<file path="config.mk">
export PLATFORM = sky130hd
export DESIGN_NAME = cmd_arbiter
export DESIGN_NICKNAME = d
export VERILOG_FILES = /design/src/hw/kvs_pkg.sv /design/src/hw/cmd_arbiter.sv
export SDC_FILE = /design/constraint.sdc
export NUM_CORES = 1
export LEC_CHECK = 0
export ABC_AREA = 0
export BUFFER_PORTS_ARGS = -buffer_cell sky130_fd_sc_hd__buf_2
export CELL_PAD_IN_SITES_DETAIL_PLACEMENT = 0
export CELL_PAD_IN_SITES_GLOBAL_PLACEMENT = 1
export CORE_AREA = 2 2 210 212
export CTS_CLUSTER_SIZE = 12
export DETAILED_ROUTE_END_ITERATION = 10
export DIE_AREA = 0 0 212 214
export PLACE_DENSITY = 0.45
export SLEW_MARGIN = 20
export SYNTH_ARGS = -nofsm -noshare
export SYNTH_HDL_FRONTEND = slang
export SYNTH_SLANG_ARGS = --single-unit
</file>
<file path="constraint.sdc">
create_clock -name ui_mig_clk -period 15.7 [get_ports ui_mig_clk]
set_input_delay 2.355 -clock ui_mig_clk [delete_from_list [all_inputs] [get_ports ui_mig_clk]]
set_output_delay 2.355 -clock ui_mig_clk [all_outputs]
set_load 0.02 [all_outputs]
</file>
<file path="src/hw/kvs_pkg.sv">
`default_nettype none

package kvs_pkg;

	// ------------------------------------------------------------------
	//   widths
	// ------------------------------------------------------------------
	localparam int KEY_BITS   = 96;
	localparam int VALUE_BITS = 32;
	localparam int HASH_FULL  = 32;
	localparam int SLOTS      = 4;

	typedef logic [1:0] slot_idx_t;

	// one slot of a bucket
	typedef struct packed {
		logic                  used;
		logic [KEY_BITS-1:0]   key;
		logic [VALUE_BITS-1:0] value;
	} kv_slot_t;

	// slot 0 sits in the lowest bits
	typedef kv_slot_t [SLOTS-1:0] bucket_t;

	// ------------------------------------------------------------------
	//   client requests and results
	// ------------------------------------------------------------------
	typedef struct packed {
		logic [HASH_FULL-1:0]  hash;
		logic [KEY_BITS-1:0]   key;
		logic [VALUE_BITS-1:0] value;
	} set_req_t;

	typedef struct packed {
		logic [HASH_FULL-1:0] hash;
		logic [KEY_BITS-1:0]  key;
	} get_req_t;

	typedef struct packed {
		logic                  hit;
		logic [VALUE_BITS-1:0] value;
	} get_result_t;

endpackage

`default_nettype wire

</file>
<file path="src/hw/cmd_arbiter.sv">
`timescale 1ns/1ps
`default_nettype none

module cmd_arbiter import kvs_pkg::*; #(
	parameter int HASH_BITS = 6
) (
	input  wire logic                ui_mig_clk,
	input  wire logic                ui_mig_rst,
	input  wire logic                set_ready,
	input  wire set_req_t            set_head,
	input  wire logic                get_ready,
	input  wire get_req_t            get_head,
	output logic                     set_pop,
	output logic                     get_pop,
	output logic                     rd_en,
	output logic [HASH_BITS-1:0]     rd_index,
	output logic                     wr_en,
	output logic [HASH_BITS-1:0]     wr_index,
	output slot_idx_t                wr_slot,
	output kv_slot_t                 wr_data,
	output logic                     lookup_valid,
	output logic [KEY_BITS-1:0]      lookup_key
);

	logic       prefer_wr;
	logic       both_ready;
	logic       issue_set;
	logic       issue_get;
	logic [6:0] lfsr;

	// ------------------------------------------------------------------
	//   round robin between read and write queues
	// ------------------------------------------------------------------
	assign both_ready = set_ready & get_ready;
	assign issue_set  = set_ready & (~get_ready | prefer_wr);
	assign issue_get  = get_ready & (~set_ready | ~prefer_wr);

	// flips only on contested cycles, read side first after reset
	always_ff @(posedge ui_mig_clk) begin
		if (ui_mig_rst)
			prefer_wr <= 1'b0;
		else if (both_ready)
			prefer_wr <= ~prefer_wr;
	end

	assign set_pop = issue_set;
	assign get_pop = issue_get;

	// ------------------------------------------------------------------
	//   replacement slot
	// ------------------------------------------------------------------
	// x^7 + x^6 + 1, steps once per issued SET
	always_ff @(posedge ui_mig_clk) begin
		if (ui_mig_rst)
			lfsr <= 7'd1;
		else if (issue_set)
			lfsr <= {lfsr[5:0], lfsr[6] ^ lfsr[5]};
	end

	// ------------------------------------------------------------------
	//   store commands
	// ------------------------------------------------------------------
	assign rd_en    = issue_get;
	assign rd_index = get_head.hash[HASH_BITS-1:0];

	assign wr_en         = issue_set;
	assign wr_index      = set_head.hash[HASH_BITS-1:0];
	assign wr_slot       = lfsr[1:0];
	assign wr_data.used  = 1'b1;
	assign wr_data.key   = set_head.key;
	assign wr_data.value = set_head.value;

	// key rides along so it lines up with the bucket read data
	always_ff @(posedge ui_mig_clk) begin
		if (ui_mig_rst)
			lookup_valid <= 1'b0;
		else
			lookup_valid <= issue_get;
	end

	always_ff @(posedge ui_mig_clk) begin
		if (issue_get)
			lookup_key <= get_head.key;
	end

	// a head that loses arbitration must wait unchanged for its pop
	assert property (@(posedge ui_mig_clk) disable iff (ui_mig_rst)
		set_ready && !set_pop |=> set_ready && $stable(set_head))
		else $error("cmd_arbiter saw the SET head change before its pop");

	assert property (@(posedge ui_mig_clk) disable iff (ui_mig_rst)
		get_ready && !get_pop |=> get_ready && $stable(get_head))
		else $error("cmd_arbiter saw the GET head change before its pop");

endmodule

`default_nettype wire

</file>
==> flow_metrics.tcl <==
set metrics [dict create \
    synth_enable_flop_cells 96 \
    rows 76 \
    fin_hold_ws_ps 472 \
    io_buffers 202 \
    yosysSeqAreaShare 0.706 \
    crit_required_ps 13350 \
    p_per_area_nw_per_um2 115 \
    fin_nets 637 \
    yosysWarningCount 0 \
    antenna_left 0 \
    die_w_um 212 \
    pwr-share-comb 0.105 \
    first_pass_iters 4 \
    cts_tree "yes" \
    post_cts_buffers 0 \
    reg2reg_to "lookup_key[88]$_DFFE_PP_" \
    drive_gt1_frac 0.623 \
    startpoint_type "primary input" \
    final_cell_mix "buf_2, edfxtp_1, clkbuf_16, dfxtp_1, nand2_1" \
    grt_max_degree 75 \
    max_freq_mhz 170 \
    numCtsBuffers 9 \
    end_kind "output port" \
    pwr-share-clk 0.347 \
    regToRegSetupSlack_ps 13280 \
    slew_violations 0 \
    ioPinCount 536 \
    routed_wl_mm 12.1 \
    grt_pass1_wl_mm 15.4 \
    internal-power_mw 0.454 \
    drt_iter0_drc 143 \
    syn_area_sq_um 4340 \
    fp.dieArea_sq_um 45400 \
    arrival_ps 3530 \
    clock_latency_ps 370 \
    seqCellArea_sq_um 3060 \
    fin_crit_sh 0.375 \
    htreeDepth 3 \
    setup_violations 0 \
    hold_class "reg -> reg" \
    vdd_ir_drop_max_mv 0.0490 \
    synth_seq_cells 105 \
    cts.sinks 105 \
    gp_congestion 0.641 \
    drc 0 \
    status "finished clean" \
    fin_util 0.123 \
    finalHoldViolations 0 \
    grt_pass1_vias 2209 \
    tightest_slew_ps 1010 \
    syn_to_final_growth_pct 21.3 \
    cts_buffer_depth 2 \
    criticalPathCategory "in -> out" \
    crit_fanout 26 \
    seqPwrFrac 0.548 \
    grt_util_all_layers 0.0498 \
    die_h_um 214 \
    netlist_instances 277 \
    root_buffer "clkbuf_16" \
    synth-main-ff-cell "edfxtp_1" \
    min_period_ps 5890 \
    hpwl_mm 9.57 \
    holdPathStages 2 \
    finClkSkew_ps 6.21 \
    maxCapViolations 0 \
    grt_antenna_before_repair 0 \
    p_sw_frac 0.246 \
    mostFrequentLayoutCell "buf_2" \
    wl_per_cell_um 12.9 \
    multi_input_area_sq_um 181 \
    synth-async-reset-ratio 0 \
    place_inst 919 \
    total_power_mw 0.602 \
    start_util 0.101 \
    hold_path_end "lfsr[2]$_SDFFE_PP0P_" \
    grt-ovfl-total 0 \
    antenna_cells 0 \
    rsz0062_at_grt "false" \
    cts_resized 0 \
    maxSlewHeadroom 0.328 \
    synth.net_count 569 \
    viasPerCell 2.37 \
    p_sw_mw 0.148 \
    r2r-start "prefer_wr$_SDFFE_PP0P_" \
    worstHoldStart "lfsr[2]$_SDFFE_PP0P_" \
    setup_tns_ps 0 \
    syn_area_per_cell_sq_um 15.7 \
    reg2reg_depth 2 \
    nFillCells 4833 \
    postCtsHoldBufs 0 \
    synth_cell_types 20 \
    coreArea_sq_um 42900 \
    power.leakage_nw 2.02 \
    fin_cells 935 \
    path_clk_slew_ps 70 \
    vias 2217 \
]
synth_stat cells, types with 2 or more instances:
cell	instances	area, sq um
edfxtp_1	96	2880
a21oi_1	2	10.0
mux2i_1	5	50.1
dfxtp_1	9	180
nand2_1	6	22.5
buf_4	145	1090
logic make-up after synthesis:
logic type / share of synthesized area
buf+inv: 0.254
compound gates: 0.00721
other cells: 0.000865
flops: 0.706
simple gates: 0.0156
mux: 0.0115
xor+xnor: 0.00404
final cells by class:
cell class,count,share of cell area
sequential,105,0.582
timing repair buffer,203,0.194
tap,585,0.139
clock buffer,11,0.0442
multi-input combinational,25,0.0345
clock inverter,5,0.00571
inverter,1,0.000713
stage by stage:
stage / cell area [sq um] / setup slack, ps
6_report: 5260 / 9810
5_1_grt: 5260 / 9680
4_1_cts: 5260 / 9750
3_5_place_dp: 5000 / 9750
3_3_place_gp: 5000 / 9750
2_1_floorplan: 4340 / 2610
flip-flops by register name, indices dropped and copies added, names as in the netlist:
register and flops:
lfsr 7, lookup_key 96, lookup_valid 1, prefer_wr 1
worst max-delay path: stages:
cell and delay, ps:
buf_2 120, a21boi_4 730, buf_2 310
per-layer routing:
metal,track usage,vias up,share of wire
li1,-,936,-
met1,0.0355,969,0.28
met3,0.0386,64,0.19
met4,0.0385,0,0.050
met2,0.0856,248,0.48
met5,0,-,0
power groups by stage:
stage / combinational, mW / sequential, mW / clock [mW]
2_1_floorplan: 0.0635 / 0.361 / 0
6_report: 0.0631 / 0.330 / 0.209
5_1_grt: 0.0682 / 0.332 / 0.229
3_5_place_dp: 0.0646 / 0.337 / 0
4_1_cts: 0.0647 / 0.331 / 0.222
3_3_place_gp: 0.0648 / 0.337 / 0
worst max path at each step:
stage / startpoint / to / depth (start not counted)
final: get_ready / get_pop / 3
after global routing: get_ready / get_pop / 3
after CTS: get_ready / get_pop / 3
after detailed placement: get_ready / get_pop / 3
after global placement: get_ready / get_pop / 3
after floorplan: get_ready / rd_en / 2
Power figures use the tool's default switching activity.
