===== config.mk =====
export PLATFORM = sky130hd
export DESIGN_NAME = req_queue
export DESIGN_NICKNAME = d
export VERILOG_FILES = /design/src/hw/req_queue.sv
export SDC_FILE = /design/constraint.sdc
export NUM_CORES = 1
export LEC_CHECK = 0
export BUFFER_PORTS_ARGS = -buffer_cell sky130_fd_sc_hd__buf_4
export CAP_MARGIN = 40
export CELL_PAD_IN_SITES_DETAIL_PLACEMENT = 1
export CELL_PAD_IN_SITES_GLOBAL_PLACEMENT = 1
export CORE_UTILIZATION = 53
export CTS_BUF_LIST = sky130_fd_sc_hd__clkbuf_4 sky130_fd_sc_hd__clkbuf_8
export DETAILED_ROUTE_END_ITERATION = 8
export PLACE_DENSITY = 0.9
export SLEW_MARGIN = 40
export SYNTH_ARGS = -nofsm -noshare
export SYNTH_HDL_FRONTEND = slang
export SYNTH_SLANG_ARGS = --single-unit

===== constraint.sdc =====
create_clock -name ui_mig_clk -period 4.2 [get_ports ui_mig_clk]
set_input_delay 0.63 -clock ui_mig_clk [delete_from_list [all_inputs] [get_ports ui_mig_clk]]
set_output_delay 0.63 -clock ui_mig_clk [all_outputs]
set_load 0.005 [all_outputs]

===== src/hw/req_queue.sv =====
`timescale 1ns/1ps
`default_nettype none

module req_queue #(
	parameter int QUEUE_DEPTH = 4,
	parameter type payload_t = logic [7:0]
) (
	input  wire logic     ui_mig_clk,
	input  wire logic     ui_mig_rst,
	input  wire logic     push,
	input  wire payload_t push_data,
	input  wire logic     pop,
	output logic          not_empty,
	output payload_t      head,
	output logic          credit
);

	localparam int PTR_BITS = (QUEUE_DEPTH > 1) ? $clog2(QUEUE_DEPTH) : 1;
	localparam int CNT_BITS = $clog2(QUEUE_DEPTH + 1);

	payload_t mem [QUEUE_DEPTH];

	logic [PTR_BITS-1:0] wr_ptr;
	logic [PTR_BITS-1:0] rd_ptr;
	logic [CNT_BITS-1:0] count;
	logic                full;
	logic                do_pop;

	function automatic logic [PTR_BITS-1:0] next_ptr(input logic [PTR_BITS-1:0] ptr);
		if (ptr == PTR_BITS'(QUEUE_DEPTH - 1))
			return '0;
		return ptr + 1'b1;
	endfunction

	assign not_empty = (count != '0);
	assign full      = (count == CNT_BITS'(QUEUE_DEPTH));
	assign head      = mem[rd_ptr];
	assign do_pop    = pop & not_empty;

	// ------------------------------------------------------------------
	//   pointers and occupancy
	// ------------------------------------------------------------------
	always_ff @(posedge ui_mig_clk) begin
		if (ui_mig_rst) begin
			wr_ptr <= '0;
			rd_ptr <= '0;
			count  <= '0;
			credit <= 1'b0;
		end else begin
			if (push)
				wr_ptr <= next_ptr(wr_ptr);
			if (do_pop)
				rd_ptr <= next_ptr(rd_ptr);
			case ({push, do_pop})
				2'b10:   count <= count + 1'b1;
				2'b01:   count <= count - 1'b1;
				default: count <= count;
			endcase
			// one credit back per entry taken out
			credit <= do_pop;
		end
	end

	// entry storage
	always_ff @(posedge ui_mig_clk) begin
		if (push)
			mem[wr_ptr] <= push_data;
	end

	// client must hold a credit for every push
	assert property (@(posedge ui_mig_clk) disable iff (ui_mig_rst) !(push && full))
		else $error("req_queue pushed while full, credit rule broken");

	assert property (@(posedge ui_mig_clk) disable iff (ui_mig_rst) !(pop && !not_empty))
		else $error("req_queue popped while empty");

endmodule

`default_nettype wire


==> results.md, run 1 <==
* Clock Tree Buf Depth at 2
* Latest clock arrival within the worst-skew pair at 350 ps
* Total GRT Usage at 0.2013
* Drt initial violations at 32
* FF+latch count, synth at 42
* Commonest non-fill, non-tap cell in the layout: edfxtp_1
* WS Path Type: flip-flop to output port
* Multi-input gate area at 445.4 sq um
* Vias in the first global route at 913
* R2R Setup Slk at 2160 ps
* # setup viols final at 0
* CTS Root Cell: clkbuf_4
* Crit path max fanout at 8
* Setup Skew at 7.566 ps
* Sw Pwr at 0.0002586 W
* Worst EP arrival at 1760 ps
* FF-to-FF End: count[2]
* Core Box Area at 2853 sq um
* Net Count, Synth at 112
* WL final at 2850 um
* Antenna-violating nets left at 0
* Fin Hold WS at 474.2 ps
* Pin count of the biggest net entering global routing at 13
* Cell variety after synth at 20
* Part of the power in registers at 0.552
* Worst-margin pin slew at 548.4 ps
* Chip width at 57.76 um
* Synth Cell Area at 1648 sq um
* Vias at 842
* Worst setup EP type: output port
* Clk network pwr share at 0.213
* Min Tclk post-route at 2390 ps
* Die area at 3336 sq um
* Area growth syn-to-layout at 14.65%
* Initial antenna violation count at 0
* Combinational Power Share at 0.235
* FF-to-FF path depth at 8
* Ratio of cells with drive above 1 in the final layout at 0.3361
* Slew HR at 0.6339
* Routability cong. at 0.6945
* TritonCTS Buffers at 5
* PD cells at 508.9 nW/um^2
* I/O Buffers at 21
* Synth Instances at 93
* Hpwl dp at 2136 um
* Syn. warnings at 0
* Hold buffers post-CTS at 0
* Vias per cell at 5.613
* Max Slew Vio Count at 0
* # fillers at 250
* Crit share post-route at 0.5690
* First-pass GRT wire length at 4478 um
* Critical path endpoint: head[5]
* Worst Path Required at 3570 ps
* Register area share after synthesis at 0.7046
* Max-cap check violation count at 0
* Post-CTS Setup Inserts at 0
* Worst-path clk slew at 110 ps
* Drt pass-1 iters at 6
* Run status: complete, but fails checks
* Failing checks: design-rule violations
* Avg Synthesized Cell Area at 17.72 sq um
* CTS tree: built
* Cts repair resizes at 0
* Final hold violations at 0
* Tightest Hold Check Type: primary input to flip-flop
* Drc violations at 2
* CTS sink cnt at 42
* Register area at 1161 sq um
* Leak at 0.7003 nW
* Initial Util at 0.5776
* Ant diodes at 0
* Worst vdd ir at 0.0003487 V
* P_int at 0.0007029 W
* Worst r2r src: count[0]
* Post-layout net count at 137
* H-tree Lvls at 2
* IO Count at 22
* Setup TNS at 0 ps
* Avg WL per Cell at 19.00 um
* Row count at 19
* Max Fclk at 0.4184 GHz
* Grt ovf at 0
* RSZ-0062 raised after global routing: false
* Die Height at 57.76 um
* Startpoint types: flip-flop
* Sw frac at 0.2689
* Commonest non-fill, non-tap cells in the layout: edfxtp_1 (32), buf_4 (21), dfxtp_1 (10)
-- registers in the layout, summed over array words and instances (netlist names), named ones only --
signal,flops
wr_ptr,2
count,3
credit,1
rd_ptr,2
mem,32
-- stage by stage --
step,instance area (sq um),instances,total power (W),util,worst slack [ps]
after global routing,1889,150,0.001011,0.6623,1660
after detailed placement,1829,142,0.0007709,0.6412,1931
final,1889,150,0.0009614,0.6623,1810
after CTS,1889,150,0.0009710,0.6623,1746
after global placement,1829,142,0.0007481,0.6412,2112
after floorplan,1648,93,0.0006715,-,2239
-- cells in the mapped netlist, drive strengths merged --
cell type / count / area, sq um
nor3b: 1 / 7.510
buf: 1 / 7.510
o21ai: 1 / 5.000
dfxtp: 10 / 200.2
nand2: 1 / 3.750
xor2: 2 / 17.52
or3: 3 / 20.02
nor2: 7 / 26.28
clkbuf: 2 / 7.510
inv: 7 / 26.28
ha: 6 / 75.07
a21oi: 4 / 23.77
mux4: 8 / 180.2
and2: 4 / 25.02
fa: 1 / 20.02
o31ai: 1 / 21.27
edfxtp: 32 / 960.9
mux2i: 2 / 20.02
-- final cells by class --
cell class              instances  share of cell area
clock buffers                   8             0.03179
flip-flops and latches         42              0.6146
multi-input cells              41              0.2358
well taps                      31             0.02053
inverters                       7             0.01391
repair buffers                 21             0.08344
-- per-layer routing --
metal,vias to the layer above,GRT usage,part of all wire
li1,396,-,-
met1,425,0.2188,0.39
met2,16,0.3455,0.55
met3,5,0.08259,0.042
met4,0,0.09184,0.019
met5,-,0,0
-- worst min path at each step --
stage                     cells after the start    startpoint  slack, ps   endpoint
final                                         1  push_data[0]        470  mem[3][0]
after global placement                        2     rd_ptr[0]        490  rd_ptr[0]
after detailed placement                      2     rd_ptr[0]        530  flip-flop
after global routing                          1  push_data[0]        450  mem[1][0]
after CTS                                     1  push_data[0]        460  mem[3][0]
after floorplan                               2     rd_ptr[0]        470  flip-flop
-- cells by family (layout without fill, tap and decap cells) --
kind of cell	Yosys count	in the layout	synth area share
buffers and inverters	10	36	0.02506
DFF	42	42	0.7046
and+or+nand+nor	16	16	0.05011
AOI/OAI and AO/OA	6	6	0.03037
xor gates and xnor gates	2	2	0.01063
muxes	10	10	0.1215
adders and majority gates	7	7	0.05771
-- power by group through the flow --
stage / Combinational, W / Sequential (W) / Clock, W
floorplan: 0.000158 / 0.000514 / 0
global placement: 0.000211 / 0.000537 / 0
detailed placement: 0.000229 / 0.000542 / 0
CTS: 0.000229 / 0.000532 / 0.000209
global route: 0.000248 / 0.000539 / 0.000224
finish: 0.000226 / 0.000531 / 0.000205
-- worst max-delay path, stage by stage, from the launching register on --
cell and delay (ps):
dfxtp_1 680, mux4_2 580, buf_4 150
(Power assumes the default switching activity.)
==> run 2, diff against run 1 <==
- CORE_UTILIZATION: 53 -> 50
- PLACE_DENSITY: 0.9 -> 0.86
- clock period: 4.2 -> 2.45 ns (I/O delays scaled with it)
==> run 2 against run 1 <==
  * The run now ends clean
  * Setup slack worse by 1500 ps
  * Power rose by 78%
  * Die area is 5.8% higher
  * Clock skew up 2.4 ps
  * Sequential cell count did not move
  * Wire length down 4.7%
  * Utilization decreased by 3.7 points
  * Global-route usage fell by 1.7 points
  * Worst hold slack got worse by 260 ps
  * Largest cell class unchanged
  * Largest power group unchanged
  * Highest routed layer unchanged
==> results.md, run 2 (same netlist as run 1, synthesis figures left out) <==
* RSZ-0062 raised after global routing: false
* Routability cong. at 0.6710 (-3.4%)
* Worst-path clk slew at 120 ps (about the same)
* Critical path endpoint: head[2]
* Final Util at 0.6248 (-0.03748)
* Die Height at 59.41 um (+2.8%)
* Vias per cell at 5.202 (-7.3%)
* Commonest non-fill, non-tap cells in the layout: edfxtp_1 (32), buf_4 (21), dfxtp_1 (10)
* Crit path max fanout at 8 (unchanged)
* Pin count of the biggest net entering global routing at 14 (+1)
* Leak at 0.7084 nW (+1.2%)
* First-pass GRT wire length at 4326 um (-3.4%)
* FF-to-FF path depth at 8 (unchanged)
* Worst vdd ir at 0.0005072 V (+45%)
* Max Fclk at 0.4648 GHz
* Max-cap check violation count at 0 (unchanged)
* Total GRT Usage at 0.1843 (-0.01695)
* Slew HR at 0.6225 (-0.01137)
* Drt initial violations at 22 (-31%)
* CTS tree: built
* I/O Buffers at 21 (unchanged)
* Row count at 20 (+1)
* Core Box Area at 3078 sq um (+7.9%)
* CTS Root Cell: clkbuf_4
* DR WL met3 at 97 um (-19%)
* Post-layout net count at 137 (unchanged)
* Drt pass-1 iters at 4 (-2)
* Cts repair resizes at 0 (unchanged)
* Wire length on met2 at 1442 um (-7.5%)
* Commonest non-fill, non-tap cell in the layout: edfxtp_1
* PD cells at 890.7 nW/um^2 (+75%)
* Max FFs per register at 32 (unchanged)
* Worst EP arrival at 1780 ps (+20 ps)
* Vias at 848 (+0.71%)
* Startpoint types: flip-flop
* Initial Util at 0.5354 (-0.04227)
* Area growth syn-to-layout at 16.70%
* Chip width at 59.41 um (+2.8%)
* Hpwl dp at 1936 um (-9.3%)
* Vias in the first global route at 890 (-2.5%)
* Post-CTS Setup Inserts at 0 (unchanged)
* TritonCTS Buffers at 5 (unchanged)
* Die area at 3529 sq um (+5.8%)
* R2R Setup Slk at 510 ps (-1650 ps)
* Worst setup EP type: output port
* Initial antenna violation count at 0 (unchanged)
* Run status: finished clean
* DR top layer: met4
* Min Tclk post-route at 2151 ps
* Multi-input gate area at 445.4 sq um (unchanged)
* Drc violations at 0 (-2)
* Worst r2r src: count[1]
* Crit share post-route at 0.8782
* Grt ovf at 0 (unchanged)
* Ant diodes at 0 (unchanged)
* Met1 WL at 1122 um (+0.54%)
* Worst-margin pin slew at 565.4 ps (+17.03 ps)
* Hold buffers post-CTS at 0 (unchanged)
* FF-to-FF End: count[2]
* Setup Skew at 9.955 ps (+2.389 ps)
* WS Path Type: flip-flop to output port
* Antenna-violating nets left at 0 (unchanged)
* Clock Tree Buf Depth at 2 (unchanged)
* IO Count at 22 (unchanged)
* CTS sink cnt at 42 (unchanged)
* Latest clock arrival within the worst-skew pair at 350 ps (about the same)
* Worst Path Required at 2080 ps (-1490 ps)
* # setup viols final at 0 (unchanged)
* WL final at 2717 um (-4.7%)
* Setup TNS at 0 ps (unchanged)
* Register area at 1161 sq um (unchanged)
* Ratio of cells with drive above 1 in the final layout at 0.3361 (unchanged)
* Fin Hold WS at 209.3 ps (-264.8 ps)
* Top Registers: mem: 32 flops, count: 3 flops
* Biggest register: mem
* Max Slew Vio Count at 0 (unchanged)
* Avg WL per Cell at 16.67 um (-12%)
* Tightest Hold Check Type: primary input to flip-flop
* # fillers at 294 (+18%)
* H-tree Lvls at 2 (unchanged)
* Final hold violations at 0 (unchanged)
## run 2: worst min-delay path by stage
stage	from	endpoint	slack (ps)	cells past startpoint
floorplan	push_data[0]	mem[0][0]	470	0
global placement	rd_ptr[0]	rd_ptr[0]	490	2
detailed placement	rd_ptr[0]	rd_ptr[0]	510	2
CTS	push_data[5]	mem[0][5]	190	1
global route	push_data[5]	mem[2][5]	190	1
finish	push_data[5]	mem[2][5]	210	1
## run 2: report_power, final
group / internal (W) / total, W / switching (W)
Clock: 0.000211 / 0.000428 / 0.000217
Sequential: 0.000829 / 0.000907 / 0.0000775
Combinational: 0.000226 / 0.000378 / 0.000152
Total: 0.00127 / 0.00171 / 0.000446
## run 2: layout make-up
class / count / area share
inverter: 7 / 0.01366
tap: 44 / 0.02863
clock inverter: 3 / 0.02082
clock buffer: 5 / 0.01952
sequential: 42 / 0.6038
multi-input combinational: 41 / 0.2316
timing repair buffer: 21 / 0.08198
## run 2: through the flow
step           total power (W)  area, sq um  worst slack (ps)  std cells
2_1_floorplan         0.001151         1648             693.3         93
3_3_place_gp          0.001285         1846             623.7        155
3_5_place_dp          0.001310         1846             500.0        155
4_1_cts               0.001737         1923             220.4        163
5_1_grt               0.001807         1923             160.1        163
6_report              0.001713         1923             298.5        163
## run 2: routing by layer
| layer | track usage | up-vias |
|---|---|---|
| li1 | - | 401 |
| met1 | 0.2144 | 427 |
| met2 | 0.3018 | 15 |
| met3 | 0.06550 | 5 |
| met4 | 0.09184 | 0 |
| met5 | 0 | - |
## run 2: critical path: stages, from the launching register on
cell	delay, ps
dfxtp_1	700
mux4_2	590
buf_4	150
