==> src/hw/kvs_pkg.sv <==
`default_nettype none

package kvs_pkg;

	// ------------------------------------------------------------------
	//   widths
	// ------------------------------------------------------------------
	localparam int KEY_BITS   = 96;
	localparam int VALUE_BITS = 32;
	localparam int HASH_FULL  = 32;
	localparam int SLOTS      = 4;

	typedef logic [1:0] slot_idx_t;

	// one slot of a bucket
	typedef struct packed {
		logic                  used;
		logic [KEY_BITS-1:0]   key;
		logic [VALUE_BITS-1:0] value;
	} kv_slot_t;

	// slot 0 sits in the lowest bits
	typedef kv_slot_t [SLOTS-1:0] bucket_t;

	// ------------------------------------------------------------------
	//   client requests and results
	// ------------------------------------------------------------------
	typedef struct packed {
		logic [HASH_FULL-1:0]  hash;
		logic [KEY_BITS-1:0]   key;
		logic [VALUE_BITS-1:0] value;
	} set_req_t;

	typedef struct packed {
		logic [HASH_FULL-1:0] hash;
		logic [KEY_BITS-1:0]  key;
	} get_req_t;

	typedef struct packed {
		logic                  hit;
		logic [VALUE_BITS-1:0] value;
	} get_result_t;

endpackage

`default_nettype wire

==> src/hw/lookup_pipe.sv <==
`timescale 1ns/1ps
`default_nettype none

module lookup_pipe import kvs_pkg::*; (
	input  wire logic                ui_mig_clk,
	input  wire logic                ui_mig_rst,
	input  wire logic                lookup_valid,
	input  wire logic [KEY_BITS-1:0] lookup_key,
	input  wire bucket_t             rd_data,
	output logic                     out_valid,
	output get_result_t              result
);

	logic [SLOTS-1:0] match;
	get_result_t      result_d;

	// ------------------------------------------------------------------
	//   four-way compare
	// ------------------------------------------------------------------
	// empty slots never match, even on an all-zero key
	always_comb begin
		for (int s = 0; s < SLOTS; s++)
			match[s] = rd_data[s].used && (rd_data[s].key == lookup_key);
	end

	// lowest matching slot wins, so walk from the top down
	always_comb begin
		result_d.hit   = 1'b0;
		result_d.value = '0;
		for (int s = SLOTS - 1; s >= 0; s--) begin
			if (match[s]) begin
				result_d.hit   = 1'b1;
				result_d.value = rd_data[s].value;
			end
		end
	end

	// ------------------------------------------------------------------
	//   result register
	// ------------------------------------------------------------------
	always_ff @(posedge ui_mig_clk) begin
		if (ui_mig_rst)
			out_valid <= 1'b0;
		else
			out_valid <= lookup_valid;
	end

	always_ff @(posedge ui_mig_clk) begin
		if (lookup_valid)
			result <= result_d;
	end

endmodule

`default_nettype wire

==> config.mk <==
export PLATFORM = sky130hd
export DESIGN_NAME = lookup_pipe
export DESIGN_NICKNAME = d
export VERILOG_FILES = /design/src/hw/kvs_pkg.sv /design/src/hw/lookup_pipe.sv
export SDC_FILE = /design/constraint.sdc
export NUM_CORES = 1
export LEC_CHECK = 0
export BUFFER_PORTS_ARGS = -buffer_cell sky130_fd_sc_hd__buf_2
export CORE_AREA = 5 5 247 249
export DETAILED_ROUTE_END_ITERATION = 8
export DIE_AREA = 0 0 252 254
export SKIP_CTS_REPAIR_TIMING = 1
export SYNTH_ARGS = -nofsm -noshare
export SYNTH_HDL_FRONTEND = slang
export SYNTH_SLANG_ARGS = --single-unit
export TNS_END_PERCENT = 50
==> constraint.sdc <==
create_clock -name ui_mig_clk -period 3.9 [get_ports ui_mig_clk]
set_input_delay 0.78 -clock ui_mig_clk [delete_from_list [all_inputs] [get_ports ui_mig_clk]]
set_output_delay 0.78 -clock ui_mig_clk [all_outputs]
set_load 0.01 [all_outputs]
==> metrics, run 1 <==
status finished clean; Synth Area in Simple Gates 0.274; Syn Nets 1517; startpoint types input port; clock-pin slew on the worst setup and hold paths 0.06 ns; vias per cell 4.44; fillers 6834; mux share of post-synthesis cell area 0; pre-CTS setup slack 0.0203 ns; initial core utilization 0.120; number of global-route vias before repair 10700; # DRC 0; final hold violation count 0; HPWL after DPL 67700 um; EDFF count, synth 33; critical-path cell list buf_2 > xor2_1 > nor4_1 > and4_1 > nand4_1 > nor4_2 > buf_12 > nor2_4 > a32oi_1; Max clock buf depth 2; slowest stage cell on the critical path nor4_1; layout cells sized above 1 0.473; sequential area share after synthesis 0.144; WP data required 4.01 ns; Core Box Area 58500 um2; final core utilization 0.199; clock sinks 34; Final #Nets 2169; Worst Path Arrival 3.66 ns; final period utilization 0.910; Clock Root Buffer clkbuf_16; RePlAce Congestion 0.972; final worst slack 0.350 ns; first-pass GRT wire length 93800 um; fin. max-slew vios 0; Peak VDD IR 0.181 mV; Post-Syn Area per Cell 7.77 um2; cells after synthesis 902; largest net degree at the start of global routing 66; initial drt markers 814; vias after detailed routing 10400; Tot Pwr 1.97 mW; Final Critical Period 3.55 ns; post-synth top area share 0.271; worst hold path startpoint ui_mig_rst; synth unique cells 41; Max Clock Freq 282 MHz; Leak 5.04 nW; height of the die 254 um; Setup CP Type in -> reg; most frequent cells in the layout buf_2 (648), xnor2_1 (217), nand2b_1 (95), nand2_1 (70), inv_1 (66); CP endpoint kind register; final setup fails 0; max cap viols 0; TritonCTS Buffers 5; top cells by area, synth xnor2_1 (27%), edfxtp_1 (14%), nand2b_1 (8.5%); I/O Pins 649; global route overflow 0; Slew @ Worst Pin 0.920 ns; total track usage 0.217; area leader, netlist xnor2_1; setup tns final 0 ns; 1st-pass router iterations 5; critical path fanouts, max 65; post-synthesis cell area 7010 um2; Setup crit start lookup_key[72]; final hold slack 0.651 ns; worst hold path type in -> reg; average wire per standard cell 31.6 um; Synthesis Warnings 0; Synth Area in XOR/XNOR 0.310; detailed-route wire length 74200 um; Port Buffers 648; Layout area overhead 65.8%; asr flop ratio synth 0; headroom to the max-slew limit 0.387; post-synthesis adder-cell area fraction 0; H-tree depth 2; largest family of logic cells by synthesized area XOR/XNOR gates; CTS tree yes; FF+latch count, synth 34; RSZ-0062 raised after global routing no; main flop type after synthesis edfxtp_1; initial antenna violation count 66; std cell rows 89; ANT nets after route 0; PwrDens 170 nW/um2; die area 64000 um2; crit-path max cell delay 0.79 ns; post-synthesis compound-gate area fraction 0.205; commonest non-fill, non-tap cell in the layout buf_2; Horiz. Die Dim 252 um
-- power breakdown --
part | internal, mW | total [mW] | switching [mW]
Clock | 0.253 | 0.421 | 0.168
Sequential | 0.418 | 0.424 | 0.00595
Combinational | 0.495 | 1.13 | 0.634
-- path summary, 6_finish.rpt --
check | end | slack (ns) | depth (start not counted)
worst max-delay path | result[11]$_DFFE_PP_ | 0.35 | 9
worst min-delay path | out_valid$_SDFF_PP0_ | 0.65 | 2
-- area by class of cell --
type | instances | area, um2 | area share
Timing Repair Buffer | 688 | 3620 | 0.311
Multi-Input combinational cell | 754 | 5570 | 0.479
Antenna cell | 18 | 45.0 | 0.00387
Tap cell | 773 | 967 | 0.0832
Clock inverter | 2 | 12.5 | 0.00108
Sequential cell | 34 | 1010 | 0.0870
Inverter | 71 | 267 | 0.0229
Clock buffer | 6 | 139 | 0.0119
-- per-stage QoR --
stage / instance area [um2] / instances
detailed placement: 11400 / 2320
finish: 11600 / 2346
global route: 11600 / 2331
CTS: 11600 / 2328
global placement: 11400 / 2320
floorplan: 7010 / 902
-- critical path, delay by kind of cell --
family	cells	cell delay, ns
and+or+nand+nor	5	1.86
buffers and inverters	2	0.47
AOI/OAI and AO/OA	1	0.28
xor gates and xnor gates	1	0.20
-- routing by layer --
metal	wire (um)	track usage	part of all wire
met4	3020	0.0675	0.041
met1	28500	0.256	0.38
met2	34300	0.371	0.46
met5	274	0	0.0037
met3	8160	0.0749	0.11
-- registers in the layout (all words and copies together), names as in the netlist --
signal / cells
result: 33
out_valid: 1
-- cell families (layout without fill, tap and decap cells) --
group | count (synthesis) | after routing
xor+xnor | 248 | 248
flops | 34 | 34
compound gates | 161 | 161
simple gates | 345 | 345
buf+inv | 114 | 767
other cells | 0 | 18
-- synthesized netlist by cell type, types with 2 or more instances --
| cell | count |
|---|---|
| nor2b_1 | 23 |
| clkbuf_1 | 24 |
| and4_1 | 3 |
| nand4_1 | 60 |
| nor2_1 | 8 |
| clkinv_1 | 2 |
| a22o_1 | 5 |
| nand2b_1 | 95 |
| a222oi_1 | 2 |
| inv_1 | 66 |
| buf_2 | 16 |
| a221oi_1 | 6 |
| o221ai_1 | 5 |
| nor4_1 | 35 |
| nor3_1 | 9 |
| inv_2 | 3 |
| nand2_1 | 70 |
| a32oi_1 | 31 |
| edfxtp_1 | 33 |
| xor2_1 | 31 |
| a2111o_1 | 6 |
| a2111oi_0 | 2 |
| a22oi_1 | 6 |
| xnor2_1 | 217 |
| o22ai_1 | 22 |
| o2111ai_1 | 31 |
| o21bai_2 | 30 |
| nand3_1 | 37 |
| o2bb2ai_1 | 9 |
| buf_6 | 3 |
| nor3_2 | 2 |
No activity file was read; power rests on OpenSTA's default activity.
==> inputs of run 2 (changes only) <==
--- a/config.mk
+++ b/config.mk
@@ -7,6 +7,6 @@
 export LEC_CHECK = 0
-export BUFFER_PORTS_ARGS = -buffer_cell sky130_fd_sc_hd__buf_2
-export CORE_AREA = 5 5 247 249
+export CORE_AREA = 5 5 250 252
 export DETAILED_ROUTE_END_ITERATION = 8
-export DIE_AREA = 0 0 252 254
+export DIE_AREA = 0 0 255 257
+export DONT_BUFFER_PORTS = 1
 export SKIP_CTS_REPAIR_TIMING = 1
==> constraint.sdc (replaced) <==
create_clock -name ui_mig_clk -period 3.9 [get_ports ui_mig_clk]
set_input_delay 0.585 -clock ui_mig_clk [delete_from_list [all_inputs] [get_ports ui_mig_clk]]
set_output_delay 0.585 -clock ui_mig_clk [all_outputs]
set_load 0.01 [all_outputs]
==> run 2 against run 1 <==
Compared with the run above:
- setup slack better by 0.29 ns
- largest cell class unchanged
- clock-buffer cell count is 1 lower
- power is 23% lower
- global-route usage is 0.27 points lower
- cell area is 29% lower
- die area is 2.4% higher
- hold slack worse by 0.29 ns
- utilization is 6.1 points lower
- via count is 23% lower
- sequential cell count stayed put
- non-clock buffer count is 667 lower
- sequential power is 4% higher
==> metrics, run 2 (synthesized netlist as in run 1, its figures left out) <==
Max clock buf depth 2; vias after detailed routing 8029; sw power 0.460 mW; final core utilization 0.138; sw frac 0.303; Setup CP Type in -> reg; global route overflow 0; final period utilization 0.835; initial drt markers 776; total track usage 0.214; first-pass GRT wire length 90700 um; commonest non-fill, non-tap cell in the layout xnor2_1; final hold violation count 0; 1st-pass router iterations 5; initial core utilization 0.117; number of global-route vias before repair 8036; worst hold path type in -> reg; Final #Nets 1502; max FFs per register 33; clock power share 0.355; RePlAce Congestion 0.948; final hold slack 0.364 ns; I/O Pins 649; Placed Cells 1662; critical path fanouts, max 22; HPWL after DPL 68500 um; ANT nets after route 0; Max Clock Freq 307 MHz; height of the die 257 um; Gate power share 0.354; vias per cell 4.75; startpoint types input port; clock sinks 34; CTS tree yes; die area 65500 um2; std cell rows 90; Largest Register result; clock-pin slew on the worst setup and hold paths 0.06 ns; Final Critical Period 3.26 ns; most frequent cells in the layout xnor2_1 (217), nand2b_1 (95), nand2_1 (70), inv_1 (66), nand4_1 (60); final worst slack 0.645 ns; setup tns final 0 ns; Post-Layout Cell Count 1689; Horiz. Die Dim 255 um; TritonCTS Buffers 5; WP data required 3.91 ns; initial antenna violation count 22; CP endpoint kind register; average wire per standard cell 44.5 um; H-tree depth 2; internal power 1.06 mW; fin. max-slew vios 0; Core Box Area 59900 um2; final setup fails 0; Clock Root Buffer clkbuf_16; PwrDens 184 nW/um2; pre-CTS setup slack 0.496 ns; Leak 2.40 nW; # DRC 0; RSZ-0062 raised after global routing no; Port Buffers 0; status finished clean; Peak VDD IR 0.206 mV; largest net degree at the start of global routing 46; Setup crit start rd_data[291]; max cap viols 0; headroom to the max-slew limit 0.383; detailed-route wire length 75200 um; worst hold path startpoint ui_mig_rst; Largest regs result (33), out_valid (1); Layout area overhead 17.8%; layout cells sized above 1 0.0766; Slew @ Worst Pin 0.916 ns; Worst Path Arrival 3.26 ns; register share of total power 0.291
run 2: cell count changes in the layout (fill, tap and decap cells not counted), sizes merged:
cell      change
clkinvlp      -1
bufinv        +2
buf         -667
diode         +1
clkbuf        -1
run 2: metal layers:
| layer | up-vias | GRT usage | routed length, um |
|---|---|---|---|
| li1 | 3256 | - | - |
| met1 | 3966 | 0.237 | 27300 |
| met2 | 680 | 0.373 | 36100 |
| met3 | 107 | 0.0983 | 9550 |
| met4 | 20 | 0.0496 | 2120 |
| met5 | - | 0 | 129 |
run 2: final cells by class:
type | count | area [um2]
Inverter | 71 | 267
Sequential cell | 34 | 1010
Fill cell | 6976 | 51600
Clock buffer | 5 | 125
Timing Repair Buffer | 21 | 208
Tap cell | 782 | 978
Multi-Input combinational cell | 754 | 5550
Clock inverter | 3 | 68.8
Antenna cell | 19 | 47.5
run 2: worst paths after layout:
path	to	slack (ns)	cells after the start
hold / removal	out_valid$_SDFF_PP0_	0.36	1
setup / recovery	result[11]$_DFFE_PP_	0.64	8
run 2: power groups by stage:
stage          Combinational [mW]  Clock [mW]  Sequential [mW]
2_1_floorplan               0.384           0            0.441
3_3_place_gp                0.532           0            0.450
3_5_place_dp                0.532           0            0.450
5_1_grt                     0.570       0.575            0.443
4_1_cts                     0.535       0.563            0.442
6_report                    0.537       0.540            0.441
run 2: stage by stage:
| step | power (mW) | instance area (um2) |
|---|---|---|
| 3_3_place_gp | 0.982 | 8020 |
| 6_report | 1.52 | 8260 |
| 2_1_floorplan | 0.825 | 7010 |
| 5_1_grt | 1.59 | 8220 |
| 4_1_cts | 1.54 | 8210 |
| 3_5_place_dp | 0.981 | 8020 |
run 2: worst max-delay path, stage by stage:
cell     delay (ns)
xnor2_1        0.26
nand4_1        0.17
nor4_1         0.78
nand2_1        0.42
or3_1          0.51
buf_4          0.26
nand3_1        0.13
a32oi_1        0.12
==> inputs of run 3 (changes only) <==
ABC_AREA = 1   (was unset)
CORE_AREA = 5 5 251 253   (was 5 5 250 252)
DIE_AREA = 0 0 256 258   (was 0 0 255 257)
clock period = 3.4 ns   (was 3.9 ns; I/O delays follow)
==> run 3 against run 2 <==
Compared with the run above:
- power is 25% higher
- highest routed layer unchanged
- cell area is 17% higher
- clock-buffer cell count stayed put
==> metrics, run 3 <==
status finished clean; initial antenna violation count 9; vias per cell 4.44; internal power 1.18 mW; PwrDens 197 nW/um2; Clock Root Buffer clkbuf_16; main flop type after synthesis edfxtp_1; list of most frequent post-synthesis cells nand2_1 (633), inv_1 (279), nor2_1 (224); 1st-pass router iterations 6; initial drt markers 1478; CP endpoint kind register; post-synthesis compound-gate area fraction 0.171; max cap viols 0; post-route design area 9640 um2; clock power share 0.316; Syn Nets 2304; number of global-route vias before repair 10500; RSZ-0062 raised after global routing no; global route overflow 0; std cell rows 91; mux share of post-synthesis cell area 0; final hold slack 0.295 ns; ANT nets after route 0; HPWL after DPL 68800 um; I/O Pins 649; vias after detailed routing 11000; Synth Area in XOR/XNOR 0.107; largest family of logic cells by synthesized area simple AND/OR/NAND/NOR gates; post-synthesis adder-cell area fraction 0; synth unique cells 34; total track usage 0.213; Setup CP Type in -> reg; post-synthesis cell area 8450 um2; H-tree depth 2; height of the die 258 um; Port Buffers 0; Final Critical Period 3.05 ns; most common cell in the netlist nand2_1; Largest regs result (33), out_valid (1); EDFF count, synth 33; final worst slack 0.353 ns; setup tns final 0 ns; headroom to the max-slew limit 0.196; Worst Path Arrival 3.21 ns; final period utilization 0.896; largest net degree at the start of global routing 64; post-synth top area share 0.281; # DRC 0; initial core utilization 0.139; startpoint types input port; Max Clock Freq 328 MHz; cells after synthesis 1689; Final #Nets 2297; sw frac 0.380; Synth Area in Simple Gates 0.444; Synthesis Warnings 0; CTS tree yes; worst hold path type in -> reg; Layout area overhead 14.0%; detailed-route wire length 75300 um; Post-Syn Area per Cell 5.00 um2; clock sinks 34; Tot Pwr 1.90 mW; FF+latch count, synth 34; RePlAce Congestion 1.01; Max clock buf depth 2; Core Box Area 60800 um2; most frequent cells in the layout nand2_1 (633), inv_1 (279), nor2_1 (222), o21ai_0 (132), xnor2_1 (83); clock-pin slew on the worst setup and hold paths 0.06 ns; area leader, netlist nand2_1; layout cells sized above 1 0.0559; Largest Register result; commonest non-fill, non-tap cell in the layout nand2_1; Leak 4.74 nW; final setup fails 0; pre-CTS setup slack 0.0617 ns; Peak VDD IR 0.233 mV; max FFs per register 33; first-pass GRT wire length 96100 um; average wire per standard cell 30.4 um; top cells by area, synth nand2_1 (28%), inv_1 (12%), edfxtp_1 (12%); register share of total power 0.267; sequential area share after synthesis 0.120; TritonCTS Buffers 5; asr flop ratio synth 0; WP data required 3.56 ns; final hold violation count 0; fin. max-slew vios 0; sw power 0.721 mW; Slew @ Worst Pin 1.20 ns; Gate power share 0.417; Horiz. Die Dim 256 um; die area 66000 um2; critical path fanouts, max 18; placed cell areas 9440 um2
-- run 3: cell count changes after synthesis, moves of 67 or more --
cell      previous run  this run
nor2_1               8       224
o21ai_0              0       132
nand2b_1            95         0
a21oi_1              1        68
nand2_1             70       633
xnor2_1            217        83
inv_1               66       279
-- run 3: final cells by class --
| type | instances | area (um2) |
|---|---|---|
| sequential | 34 | 1010 |
| inverter | 309 | 1160 |
| timing repair buffer | 17 | 178 |
| clock inverter | 3 | 63.8 |
| multi-input combinational | 1315 | 6100 |
| tap | 790 | 988 |
| fill | 7316 | 51200 |
| antenna | 5 | 12.5 |
| clock buffer | 5 | 125 |
-- run 3: worst paths after layout --
kind	endpoint	slack (ns)	startpoint	depth (start not counted)
worst max-delay path	result[29]$_DFFE_PP_	0.35	lookup_key[86]	12
worst min-delay path	out_valid$_SDFF_PP0_	0.29	ui_mig_rst	1
-- run 3: kinds of logic (layout without fill, tap and decap cells) --
group	Yosys count	after routing
AO/OA/AOI/OAI	262	262
XOR/XNOR	103	103
buffers and inverters	340	334
flip-flops	34	34
other	0	5
AND/OR/NAND/NOR	950	950
-- run 3: critical path, stage by stage --
cell and delay, ns:
xnor2_1 0.13, nand2_1 0.11, nor3_1 0.92, nand2_1 0.21
nor2_1 0.28, nand3_2 0.20, nor2_4 0.27, buf_4 0.29
nand2_1 0.08, nand2_1 0.08, inv_1 0.04, nand2_1 0.06
-- run 3: power groups by stage --
stage	sequential, mW	combinational [mW]	clock (mW)
after floorplan	0.506	0.504	0
after global placement	0.516	0.793	0
after detailed placement	0.516	0.793	0
after CTS	0.508	0.796	0.615
after global routing	0.508	0.878	0.632
final	0.507	0.791	0.599
-- run 3: metal layers --
metal  share of wire  vias up  track usage
met4           0.017       10       0.0354
li1                -     5140            -
met5         0.00098        -            0
met2            0.47      825        0.363
met3            0.13       74       0.0905
met1            0.38     4962        0.256
-- run 3: stage by stage --
stage / std cells / utilization
after detailed placement: 2465 / 0.155
after global routing: 2476 / 0.158
after floorplan: 1689 / -
after CTS: 2473 / 0.158
final: 2478 / 0.158
after global placement: 2465 / 0.155
